**config.mk**
```make
export PLATFORM = sky130hd
export DESIGN_NAME = apb_uart
export DESIGN_NICKNAME = d
export VERILOG_FILES = /design/src/uart_pkg.sv /design/src/sync_fifo.sv /design/src/uart_tx.sv /design/src/uart_rx.sv /design/src/apb_uart.sv
export SDC_FILE = /design/constraint.sdc
export NUM_CORES = 1
export LEC_CHECK = 0
export CAP_MARGIN = 20
export CORE_AREA = 2 2 314 161
export DETAILED_ROUTE_END_ITERATION = 12
export DIE_AREA = 0 0 316 163
export DONT_BUFFER_PORTS = 1
export PLACE_DENSITY_LB_ADDON = 0.15
export SLEW_MARGIN = 20
export SYNTH_ARGS = -nofsm -noshare
export SYNTH_HDL_FRONTEND = slang
export SYNTH_HIERARCHICAL = 1
export SYNTH_SLANG_ARGS = --single-unit
```
**constraint.sdc**
```tcl
create_clock -name clk_i -period 6.1 [get_ports clk_i]
set_input_delay 0.305 -clock clk_i [delete_from_list [all_inputs] [get_ports clk_i]]
set_output_delay 0.305 -clock clk_i [all_outputs]
set_load 0.02 [all_outputs]
```
**src/uart_pkg.sv**
```systemverilog
// uart_pkg
// shared constants, APB register map and state types for the APB UART

`default_nettype none

package uart_pkg;

    localparam int APB_ADDR_WIDTH = 8;
    localparam int APB_DATA_WIDTH = 32;
    localparam int DATA_WIDTH     = 8;
    localparam int DIV_WIDTH      = 16;
    localparam int MIN_DIVIDER    = 4;
    localparam int FIFO_DEPTH     = 16;

    // register map, byte addresses
    localparam logic [APB_ADDR_WIDTH-1:0] CLK_DIVIDER_ADDR = 8'h00;
    localparam logic [APB_ADDR_WIDTH-1:0] CONTROL_ADDR     = 8'h04;
    localparam logic [APB_ADDR_WIDTH-1:0] STATUS_ADDR      = 8'h08;
    localparam logic [APB_ADDR_WIDTH-1:0] TX_DATA_ADDR     = 8'h0C;
    localparam logic [APB_ADDR_WIDTH-1:0] RX_DATA_ADDR     = 8'h10;

    // CONTROL fields, parity mode takes two bits from CTRL_PARITY_LSB
    localparam int CTRL_TX_EN      = 0;
    localparam int CTRL_RX_EN      = 1;
    localparam int CTRL_PARITY_LSB = 2;

    localparam int STAT_RX_EMPTY   = 0;
    localparam int STAT_TX_FULL    = 1;
    localparam int STAT_PARITY_ERR = 2;

    // the unused encoding 3 behaves as no parity in both shifters
    typedef enum logic [1:0] {
        PARITY_NONE = 2'd0,
        PARITY_EVEN = 2'd1,
        PARITY_ODD  = 2'd2
    } parity_mode_e;

    typedef enum logic [2:0] {
        TX_IDLE,
        TX_START,
        TX_DATA,
        TX_PARITY,
        TX_STOP
    } tx_state_e;

    typedef enum logic [2:0] {
        RX_IDLE,
        RX_START,
        RX_DATA,
        RX_PARITY,
        RX_STOP
    } rx_state_e;

endpackage

`default_nettype wire

```
**src/sync_fifo.sv**
```systemverilog
// sync_fifo
// single-clock FIFO with a valid/ready stream on the write and read sides

`timescale 1ns/1ns
`default_nettype none

module sync_fifo #(
    parameter int DEPTH = 16,
    parameter int WIDTH = 8
) (
    input  logic             clk_i,
    input  logic             rstn_i,
    input  logic             wr_valid_i,
    input  logic [WIDTH-1:0] wr_data_i,
    output logic             wr_ready_o,
    output logic             rd_valid_o,
    output logic [WIDTH-1:0] rd_data_o,
    input  logic             rd_ready_i
);

    logic [WIDTH-1:0]           mem [DEPTH];
    logic [$clog2(DEPTH)-1:0]   wr_ptr;
    logic [$clog2(DEPTH)-1:0]   rd_ptr;
    logic [$clog2(DEPTH+1)-1:0] count;
    logic                       push;
    logic                       pop;

    assign wr_ready_o = (int'(count) < DEPTH);
    assign rd_valid_o = (count != '0);
    assign rd_data_o  = mem[rd_ptr];
    assign push       = wr_valid_i && wr_ready_o;
    assign pop        = rd_valid_o && rd_ready_i;

    always_ff @(posedge clk_i) begin
        if (push) begin
            mem[wr_ptr] <= wr_data_i;
        end
    end

    always_ff @(posedge clk_i) begin
        if (!rstn_i) begin
            wr_ptr <= '0;
            rd_ptr <= '0;
            count  <= '0;
        end else begin
            // pointers wrap explicitly so DEPTH need not be a power of two
            if (push) begin
                wr_ptr <= (int'(wr_ptr) == DEPTH - 1) ? '0 : wr_ptr + 1'b1;
            end
            if (pop) begin
                rd_ptr <= (int'(rd_ptr) == DEPTH - 1) ? '0 : rd_ptr + 1'b1;
            end
            case ({push, pop})
                2'b10:   count <= count + 1'b1;
                2'b01:   count <= count - 1'b1;
                default: count <= count;
            endcase
        end
    end

    assert property (@(posedge clk_i) disable iff (!rstn_i) int'(count) <= DEPTH);

    // the head entry must not move under a stalled reader
    assert property (@(posedge clk_i) disable iff (!rstn_i)
        rd_valid_o && !rd_ready_i |=> $stable(rd_data_o));

endmodule

`default_nettype wire

```
**src/uart_tx.sv**
```systemverilog
// uart_tx
// serializer from a valid/ready byte stream to a UART frame with start bit,
// LSB-first data, optional parity and one stop bit

`timescale 1ns/1ns
`default_nettype none

module uart_tx (
    input  logic                            clk_i,
    input  logic                            rstn_i,
    input  logic [uart_pkg::DIV_WIDTH-1:0]  divider_i,
    input  uart_pkg::parity_mode_e          parity_i,
    input  logic                            s_valid_i,
    input  logic [uart_pkg::DATA_WIDTH-1:0] s_data_i,
    output logic                            s_ready_o,
    output logic                            uart_tx_o
);

    import uart_pkg::*;

    tx_state_e                     state;
    logic [DIV_WIDTH-1:0]          div_q;
    logic [DIV_WIDTH-1:0]          cnt;
    logic [$clog2(DATA_WIDTH)-1:0] bit_idx;
    logic [DATA_WIDTH-1:0]         shift_q;
    logic                          par_en_q;
    logic                          par_acc;
    logic                          tx_q;
    logic                          bit_done;

    assign s_ready_o = (state == TX_IDLE);
    assign uart_tx_o = tx_q;
    assign bit_done  = (cnt == div_q - 1'b1);

    always_ff @(posedge clk_i) begin
        if (!rstn_i) begin
            state <= TX_IDLE;
            tx_q  <= 1'b1;
        end else begin
            cnt <= bit_done ? '0 : cnt + 1'b1;
            case (state)
                TX_IDLE: begin
                    // divider and parity are frozen for the whole frame
                    if (s_valid_i) begin
                        state    <= TX_START;
                        tx_q     <= 1'b0;
                        cnt      <= '0;
                        div_q    <= divider_i;
                        shift_q  <= s_data_i;
                        par_en_q <= (parity_i == PARITY_EVEN) || (parity_i == PARITY_ODD);
                        par_acc  <= (parity_i == PARITY_ODD);
                    end
                end
                TX_START: begin
                    if (bit_done) begin
                        state   <= TX_DATA;
                        bit_idx <= '0;
                        tx_q    <= shift_q[0];
                        par_acc <= par_acc ^ shift_q[0];
                        shift_q <= shift_q >> 1;
                    end
                end
                TX_DATA: begin
                    if (bit_done) begin
                        if (int'(bit_idx) == DATA_WIDTH - 1) begin
                            state <= par_en_q ? TX_PARITY : TX_STOP;
                            tx_q  <= par_en_q ? par_acc : 1'b1;
                        end else begin
                            bit_idx <= bit_idx + 1'b1;
                            tx_q    <= shift_q[0];
                            par_acc <= par_acc ^ shift_q[0];
                            shift_q <= shift_q >> 1;
                        end
                    end
                end
                TX_PARITY: begin
                    if (bit_done) begin
                        state <= TX_STOP;
                        tx_q  <= 1'b1;
                    end
                end
                TX_STOP: begin
                    if (bit_done) begin
                        state <= TX_IDLE;
                    end
                end
                default: state <= TX_IDLE;
            endcase
        end
    end

    // the receiver needs a few cycles per bit to find the middle of each bit
    assert property (@(posedge clk_i) disable iff (!rstn_i)
        s_valid_i && s_ready_o |-> divider_i >= MIN_DIVIDER);

endmodule

`default_nettype wire

```
**src/uart_rx.sv**
```systemverilog
// uart_rx
// deserializer with start detection, mid-bit sampling and a parity check,
// delivering each byte as a one-cycle valid pulse

`timescale 1ns/1ns
`default_nettype none

module uart_rx (
    input  logic                            clk_i,
    input  logic                            rstn_i,
    input  logic [uart_pkg::DIV_WIDTH-1:0]  divider_i,
    input  uart_pkg::parity_mode_e          parity_i,
    input  logic                            uart_rx_i,
    output logic                            m_valid_o,
    output logic [uart_pkg::DATA_WIDTH-1:0] m_data_o,
    output logic                            parity_err_o
);

    import uart_pkg::*;

    rx_state_e                     state;
    logic                          rx_meta;
    logic                          rx_sync;
    logic                          rx_prev;
    logic [DIV_WIDTH-1:0]          div_q;
    logic [DIV_WIDTH-1:0]          cnt;
    logic [$clog2(DATA_WIDTH)-1:0] bit_idx;
    logic [DATA_WIDTH-1:0]         shift_q;
    logic                          par_en_q;
    logic                          par_acc;
    logic                          par_bad;
    logic                          bit_done;

    assign m_data_o = shift_q;
    assign bit_done = (cnt == div_q - 1'b1);

    // the line idles high, so the synchronizer resets to one
    always_ff @(posedge clk_i) begin
        if (!rstn_i) begin
            rx_meta <= 1'b1;
            rx_sync <= 1'b1;
            rx_prev <= 1'b1;
        end else begin
            rx_meta <= uart_rx_i;
            rx_sync <= rx_meta;
            rx_prev <= rx_sync;
        end
    end

    always_ff @(posedge clk_i) begin
        if (!rstn_i) begin
            state        <= RX_IDLE;
            m_valid_o    <= 1'b0;
            parity_err_o <= 1'b0;
        end else begin
            m_valid_o    <= 1'b0;
            parity_err_o <= 1'b0;
            cnt          <= cnt + 1'b1;
            case (state)
                RX_IDLE: begin
                    if (rx_prev && !rx_sync) begin
                        state    <= RX_START;
                        cnt      <= '0;
                        div_q    <= divider_i;
                        par_en_q <= (parity_i == PARITY_EVEN) || (parity_i == PARITY_ODD);
                        par_acc  <= (parity_i == PARITY_ODD);
                        par_bad  <= 1'b0;
                    end
                end
                RX_START: begin
                    // a glitch shorter than half a bit is not a start bit
                    if (cnt == (div_q >> 1)) begin
                        cnt     <= '0;
                        bit_idx <= '0;
                        state   <= rx_sync ? RX_IDLE : RX_DATA;
                    end
                end
                RX_DATA: begin
                    if (bit_done) begin
                        cnt     <= '0;
                        shift_q <= {rx_sync, shift_q[DATA_WIDTH-1:1]};
                        par_acc <= par_acc ^ rx_sync;
                        if (int'(bit_idx) == DATA_WIDTH - 1) begin
                            state <= par_en_q ? RX_PARITY : RX_STOP;
                        end else begin
                            bit_idx <= bit_idx + 1'b1;
                        end
                    end
                end
                RX_PARITY: begin
                    if (bit_done) begin
                        cnt     <= '0;
                        par_bad <= (rx_sync != par_acc);
                        state   <= RX_STOP;
                    end
                end
                RX_STOP: begin
                    // leave at mid stop bit so the next falling edge is seen
                    if (bit_done) begin
                        state        <= RX_IDLE;
                        m_valid_o    <= 1'b1;
                        parity_err_o <= par_bad;
                    end
                end
                default: state <= RX_IDLE;
            endcase
        end
    end

    assert property (@(posedge clk_i) disable iff (!rstn_i) m_valid_o |=> !m_valid_o);

endmodule

`default_nettype wire

```
**src/apb_uart.sv**
```systemverilog
// apb_uart
// APB3 register block around a UART, with a transmit and a receive FIFO
// between the registers and the two shifters

`timescale 1ns/1ns
`default_nettype none

module apb_uart (
    input  logic                                clk_i,
    input  logic                                rstn_i,
    input  logic                                psel_i,
    input  logic                                penable_i,
    input  logic                                pwrite_i,
    input  logic [uart_pkg::APB_ADDR_WIDTH-1:0] paddr_i,
    input  logic [uart_pkg::APB_DATA_WIDTH-1:0] pwdata_i,
    output logic [uart_pkg::APB_DATA_WIDTH-1:0] prdata_o,
    output logic                                pready_o,
    output logic                                pslverr_o,
    input  logic                                uart_rx_i,
    output logic                                uart_tx_o
);

    import uart_pkg::*;

    logic                       access;
    logic                       wr_access;
    logic                       rd_access;
    logic [DIV_WIDTH-1:0]       divider_q;
    logic [CTRL_PARITY_LSB+1:0] control_q;
    parity_mode_e               parity_mode;
    logic                       tx_rstn;
    logic                       rx_rstn;
    logic [DATA_WIDTH-1:0]      tx_hold_q;
    logic                       tx_hold_valid_q;
    logic                       tx_hold_free;
    logic                       tx_load;
    logic                       parity_err_q;
    logic                       status_rd;
    logic                       rx_pop;
    logic                       tx_fifo_wr_ready;
    logic                       tx_fifo_rd_valid;
    logic [DATA_WIDTH-1:0]      tx_fifo_rd_data;
    logic                       tx_shift_ready;
    logic                       rx_shift_valid;
    logic [DATA_WIDTH-1:0]      rx_shift_data;
    logic                       rx_shift_perr;
    logic                       rx_fifo_rd_valid;
    logic [DATA_WIDTH-1:0]      rx_fifo_rd_data;

    assign access    = psel_i && penable_i;
    assign wr_access = access && pwrite_i;
    assign rd_access = access && !pwrite_i;
    assign pslverr_o = 1'b0;

    // a cleared enable bit holds that direction's FIFO and shifter in reset
    assign tx_rstn     = rstn_i && control_q[CTRL_TX_EN];
    assign rx_rstn     = rstn_i && control_q[CTRL_RX_EN];
    assign parity_mode = parity_mode_e'(control_q[CTRL_PARITY_LSB +: 2]);

    // the holding register frees up on the same edge the FIFO takes its byte
    assign tx_hold_free = !tx_hold_valid_q || tx_fifo_wr_ready;
    assign tx_load      = wr_access && (paddr_i == TX_DATA_ADDR) && tx_hold_free;
    assign status_rd    = rd_access && (paddr_i == STATUS_ADDR);
    assign rx_pop       = rd_access && (paddr_i == RX_DATA_ADDR);

    always_ff @(posedge clk_i) begin
        if (!rstn_i) begin
            divider_q       <= '0;
            control_q       <= '0;
            tx_hold_valid_q <= 1'b0;
            parity_err_q    <= 1'b0;
        end else begin
            if (wr_access && (paddr_i == CLK_DIVIDER_ADDR)) begin
                divider_q <= pwdata_i[DIV_WIDTH-1:0];
            end
            if (wr_access && (paddr_i == CONTROL_ADDR)) begin
                control_q <= pwdata_i[CTRL_PARITY_LSB+1:0];
            end
            if (tx_load) begin
                tx_hold_valid_q <= 1'b1;
            end else if (tx_fifo_wr_ready) begin
                tx_hold_valid_q <= 1'b0;
            end
            // a new error in the cycle of a STATUS read stays pending
            if (rx_shift_perr) begin
                parity_err_q <= 1'b1;
            end else if (status_rd) begin
                parity_err_q <= 1'b0;
            end
        end
    end

    always_ff @(posedge clk_i) begin
        if (tx_load) begin
            tx_hold_q <= pwdata_i[DATA_WIDTH-1:0];
        end
    end

    always_comb begin
        pready_o = 1'b1;
        if (wr_access && (paddr_i == TX_DATA_ADDR)) begin
            pready_o = tx_hold_free;
        end else if (rx_pop) begin
            pready_o = rx_fifo_rd_valid;
        end
    end

    always_comb begin
        prdata_o = '0;
        if (rd_access) begin
            case (paddr_i)
                CLK_DIVIDER_ADDR: prdata_o = APB_DATA_WIDTH'(divider_q);
                CONTROL_ADDR:     prdata_o = APB_DATA_WIDTH'(control_q);
                STATUS_ADDR: begin
                    prdata_o[STAT_RX_EMPTY]   = !rx_fifo_rd_valid;
                    prdata_o[STAT_TX_FULL]    = !tx_fifo_wr_ready;
                    prdata_o[STAT_PARITY_ERR] = parity_err_q;
                end
                RX_DATA_ADDR:     prdata_o = APB_DATA_WIDTH'(rx_fifo_rd_data);
                default:          prdata_o = '0;
            endcase
        end
    end

    sync_fifo #(
        .DEPTH(FIFO_DEPTH),
        .WIDTH(DATA_WIDTH)
    ) u_tx_fifo (
        .clk_i     (clk_i),
        .rstn_i    (tx_rstn),
        .wr_valid_i(tx_hold_valid_q),
        .wr_data_i (tx_hold_q),
        .wr_ready_o(tx_fifo_wr_ready),
        .rd_valid_o(tx_fifo_rd_valid),
        .rd_data_o (tx_fifo_rd_data),
        .rd_ready_i(tx_shift_ready)
    );

    uart_tx u_uart_tx (
        .clk_i    (clk_i),
        .rstn_i   (tx_rstn),
        .divider_i(divider_q),
        .parity_i (parity_mode),
        .s_valid_i(tx_fifo_rd_valid),
        .s_data_i (tx_fifo_rd_data),
        .s_ready_o(tx_shift_ready),
        .uart_tx_o(uart_tx_o)
    );

    uart_rx u_uart_rx (
        .clk_i       (clk_i),
        .rstn_i      (rx_rstn),
        .divider_i   (divider_q),
        .parity_i    (parity_mode),
        .uart_rx_i   (uart_rx_i),
        .m_valid_o   (rx_shift_valid),
        .m_data_o    (rx_shift_data),
        .parity_err_o(rx_shift_perr)
    );

    // the receiver cannot stall the line, so a byte that finds the FIFO full is lost
    sync_fifo #(
        .DEPTH(FIFO_DEPTH),
        .WIDTH(DATA_WIDTH)
    ) u_rx_fifo (
        .clk_i     (clk_i),
        .rstn_i    (rx_rstn),
        .wr_valid_i(rx_shift_valid),
        .wr_data_i (rx_shift_data),
        .wr_ready_o(),
        .rd_valid_o(rx_fifo_rd_valid),
        .rd_data_o (rx_fifo_rd_data),
        .rd_ready_i(rx_pop)
    );

    assert property (@(posedge clk_i) disable iff (!rstn_i)
        !pready_o |-> psel_i && penable_i);

endmodule

`default_nettype wire

```
==> flow_metrics.py <==
metrics = {
    "synthesis": {
        "synth_top_cell_by_area": "edfxtp_1",
        "ys_seq_area_frac": 0.6237,
        "synth-edff-count": 355,
        "synth_top_area_frac": 0.5530,
        "syn-instance-count": 1404,
        "synthTopCellsByArea": "edfxtp_1, mux4_2, dfxtp_1",
        "ys.warnings.count": 6,
        "syn_avg_cell_area_sq_um": 13.73,
        "async_flop_share": 0,
        "syn_area_sq_mm": 0.01928,
        "synth_ff_type": "edfxtp_1",
        "ys_types": 81,
        "ys_seq_elements": 423,
    },
    "drt": {
        "drc_errors": 0,
        "wl_microns": 44970,
        "wl_met3_microns": 2578,
        "drt_first_pass_iters": 5,
        "m1WireLength_microns": 23310,
        "wl_per_cell_microns": 21.36,
        "ant_nets": 0,
        "maxUsedRoutingLayer": "met4",
        "met2_length_microns": 18300,
        "drtIter0Drc": 1186,
        "vias": 11286,
        "avgViaCountPerCell": 5.359,
    },
    "power": {
        "combPwrFrac": 0.006,
        "pwr_density_cell_mw_per_mm2": 260.9,
        "internal_power_mw": 4.418,
        "p_seq_frac": 0.558,
        "power.share.clock": 0.436,
        "power.leakage_nw": 7.133,
        "sw_frac_of_total": 0.2012,
        "p_sw_mw": 1.113,
        "ir_worst_vdd_mv": 0.1964,
    },
    "worst_setup_path": {
        "crit_type": "reg2reg",
        "timing.rr.end": "u_uart_rx/cnt[2]$_DFFE_PP_",
        "worstPathMaxFanout": 16,
        "r2r_start": "u_uart_rx/div_q[3]$_DFFE_PP_",
        "reg2reg_setup_slack_ns": 2.20,
        "r2r_cells": 7,
        "cp-start-kind": "flop",
        "worstPathArrival_ns": 4.18,
        "end_kind": "flop",
        "worstPathRequired_ns": 6.38,
    },
    "timing": {
        "fin_tns_setup_ns": 0,
        "min_period_over_period": 0.6397,
        "setup_slack_ns": 2.198,
        "maxSlewHeadroom": 0.2984,
        "setup_viol": 0,
        "tightestPinTransition_ns": 1.045,
        "final_hold_viol_count": 0,
        "period_needed_ns": 3.902,
        "fmax_ghz": 0.2563,
        "finClkSkew_ns": 0.01273,
        "final-max-slew-violation-count": 0,
        "rsz0062_at_grt": "false",
    },
    "layout": {
        "nFillCells": 4435,
        "final_nets": 1483,
        "drive_gt1_frac": 0.1402,
        "area_growth_pct": 9.970,
    },
    "placed_design": {
        "io_buffer_count": 0,
        "dp_slack_ns": 2.195,
        "routabilityCongestion": 0.8403,
        "place_hpwl_microns": 30940,
    },
    "min_path": {
        "hp-class": "in2reg",
        "worstHoldStart": "paddr_i[5]",
        "min_to": "divider_q[4]$_SDFFE_PN0P_",
        "hold_depth": 3,
    },
    "clocking": {
        "clkTransAtPathRegs_ns": 0.06,
        "cts_buffers": 40,
        "clockBufferDepth": 3,
        "cts_tree": "yes",
        "clk_latency_ns": 0.55,
        "clock-sinks": 423,
        "htreeDepth": 2,
        "cts_root_buf": "clkbuf_16",
        "post_cts_resized": 0,
    },
    "global_route": {
        "grt_antenna_before_repair": 2,
        "grt_pass1_wl_microns": 68480,
        "grt_max_degree": 33,
        "track_usage": 0.1778,
        "grt_pass1_vias": 10573,
        "grt-ovfl-total": 0,
    },
    "run": {
        "drv_cap": 0,
    },
    "die": {
        "core_area_sq_mm": 0.04913,
        "die_h_microns": 163,
        "ios": 81,
        "die_w_microns": 316,
        "rows": 58,
        "start_util": 0.3923,
        "die_area_sq_mm": 0.05151,
    },
    "status": {
        "status": "complete, no violations",
    },
}
==> how the worst max path moves through the flow <==
stage	depth (start not counted)	startpoint	slack (ns)	end
after floorplan	5	rstn_i	2.55	u_uart_rx/div_q[0]$_DFFE_PP_
after global placement	7	u_uart_rx/div_q[3]$_DFFE_PP_	2.19	u_uart_rx/cnt[15]$_DFFE_PP_
after detailed placement	7	u_uart_rx/div_q[3]$_DFFE_PP_	2.20	u_uart_rx/cnt[7]$_DFFE_PP_
after CTS	7	u_uart_rx/div_q[3]$_DFFE_PP_	2.18	u_uart_rx/cnt[0]$_DFFE_PP_
after global routing	7	u_uart_rx/div_q[3]$_DFFE_PP_	1.89	u_uart_rx/cnt[0]$_DFFE_PP_
final	7	u_uart_rx/div_q[3]$_DFFE_PP_	2.20	u_uart_rx/cnt[2]$_DFFE_PP_
==> power groups by stage <==
stage	Sequential (mW)	Combinational (mW)	Clock, mW
after floorplan	3.15	0.0296	0
after global placement	3.15	0.0175	0
after detailed placement	3.15	0.0177	0
after CTS	3.09	0.0336	2.48
after global routing	3.08	0.0356	2.60
final	3.09	0.0333	2.41
==> cells in the final DEF, fill, tap and decap left out, drive strengths merged, types with 8 or more instances in the layout <==
master,netlist,routed
nand2b,18,18
o211ai,12,12
conb,1,17
nand2,115,115
or4,12,12
clkbuf,37,60
nor2b,18,18
xor2,37,37
nor4,20,20
nand3,35,35
nor3,35,35
dfxtp,68,68
ha,28,28
nand4,20,20
and3,19,19
a22oi,32,32
mux4,64,64
nor2,115,115
inv,35,40
mux2i,19,19
a21oi,37,37
dlygate4sd3,0,18
xnor2,55,55
a21boi,19,19
clkinv,0,8
and2,17,17
or3,10,10
buf,52,18
nand4b,8,8
a31oi,9,9
edfxtp,355,355
o21ai,32,32
==> cell usage after synthesis (19+ instances only) <==
| cell type | n |
|---|---|
| edfxtp_1 | 355 |
| nor2_1 | 115 |
| nand2_1 | 105 |
| dfxtp_1 | 68 |
| mux4_2 | 64 |
| xnor2_1 | 55 |
| a21oi_1 | 37 |
| xor2_1 | 37 |
| clkbuf_1 | 35 |
| inv_1 | 35 |
| nand3_1 | 35 |
| nor3_1 | 34 |
| a22oi_1 | 32 |
| ha_1 | 28 |
| buf_4 | 27 |
| o21ai_0 | 25 |
| nand4_1 | 20 |
| mux2i_1 | 19 |
==> routing by layer <==
metal | vias up | global-route usage
li1 | 5292 | -
met1 | 5642 | 0.2933
met2 | 293 | 0.2384
met3 | 59 | 0.03043
met4 | 0 | 0.03899
met5 | - | 0
==> repair_timing <==
action                     4_1_cts  5_1_grt
buffers inserted                 0        0
hold buffers                    18        0
setup endpoints to repair        0        0
hold endpoints to repair        31        0
==> through the flow <==
step	utilization	std cells	power (mW)	hold slack, ns	cell area [sq um]
final	0.4315	2106	5.531	0.04686	21200
after global routing	0.4313	2103	5.718	0.03582	21190
after CTS	0.4312	2101	5.596	0.02631	21190
after detailed placement	0.4022	2009	3.167	0.4046	19760
after global placement	0.4022	2009	3.166	0.4047	19760
after floorplan	-	1420	3.178	0.3863	19340
==> area by class of cell <==
type / instances / area (sq um) / area share
clock buffers: 60 / 1149 / 0.05418
flip-flops and latches: 423 / 12020 / 0.5672
repair buffers: 36 / 315.3 / 0.01487
multi-input cells: 873 / 6645 / 0.3135
well taps: 660 / 825.8 / 0.03896
diodes: 5 / 12.51 / 0.0005902
clock inverters: 14 / 95.09 / 0.004486
inverters: 35 / 131.4 / 0.006198
==> registers in the layout (all words and copies together), names as in the netlist, 4 cells and up, named ones only <==
register and cells:
u_uart_tx/div_q 16, u_tx_fifo/count 5, u_uart_rx/div_q 16, divider_q 16
u_rx_fifo/mem 128, control_q 4, tx_hold_q 8, u_rx_fifo/count 5
u_uart_tx/shift_q 8, u_rx_fifo/wr_ptr 4, u_tx_fifo/mem 128, u_tx_fifo/wr_ptr 4
u_rx_fifo/rd_ptr 4, u_uart_rx/cnt 16, u_tx_fifo/rd_ptr 4, u_uart_rx/m_data_o 8
u_uart_tx/cnt 16
==> cell families after synthesis <==
group                    count (synthesis)  synth area share
other                                    1         0.0001945
AO/OA/AOI/OAI                          181           0.06666
XOR/XNOR                                92           0.04180
flip-flops                             423            0.6237
adder cells (fa/ha/maj)                 28           0.01817
AND/OR/NAND/NOR                        465            0.1257
buffers and inverters                  124           0.03505
multiplexers                            90           0.08873
==> worst max-delay path, cell delays in order, from the launching register on <==
cell      delay [ns]
edfxtp_1        0.56
or4_4           0.63
nor4_1          0.62
xnor2_1         0.23
nand2_1         0.09
nor4_2          0.82
o211a_1         0.56
nor2_1          0.11
No activity file was read; power rests on OpenSTA's default activity.
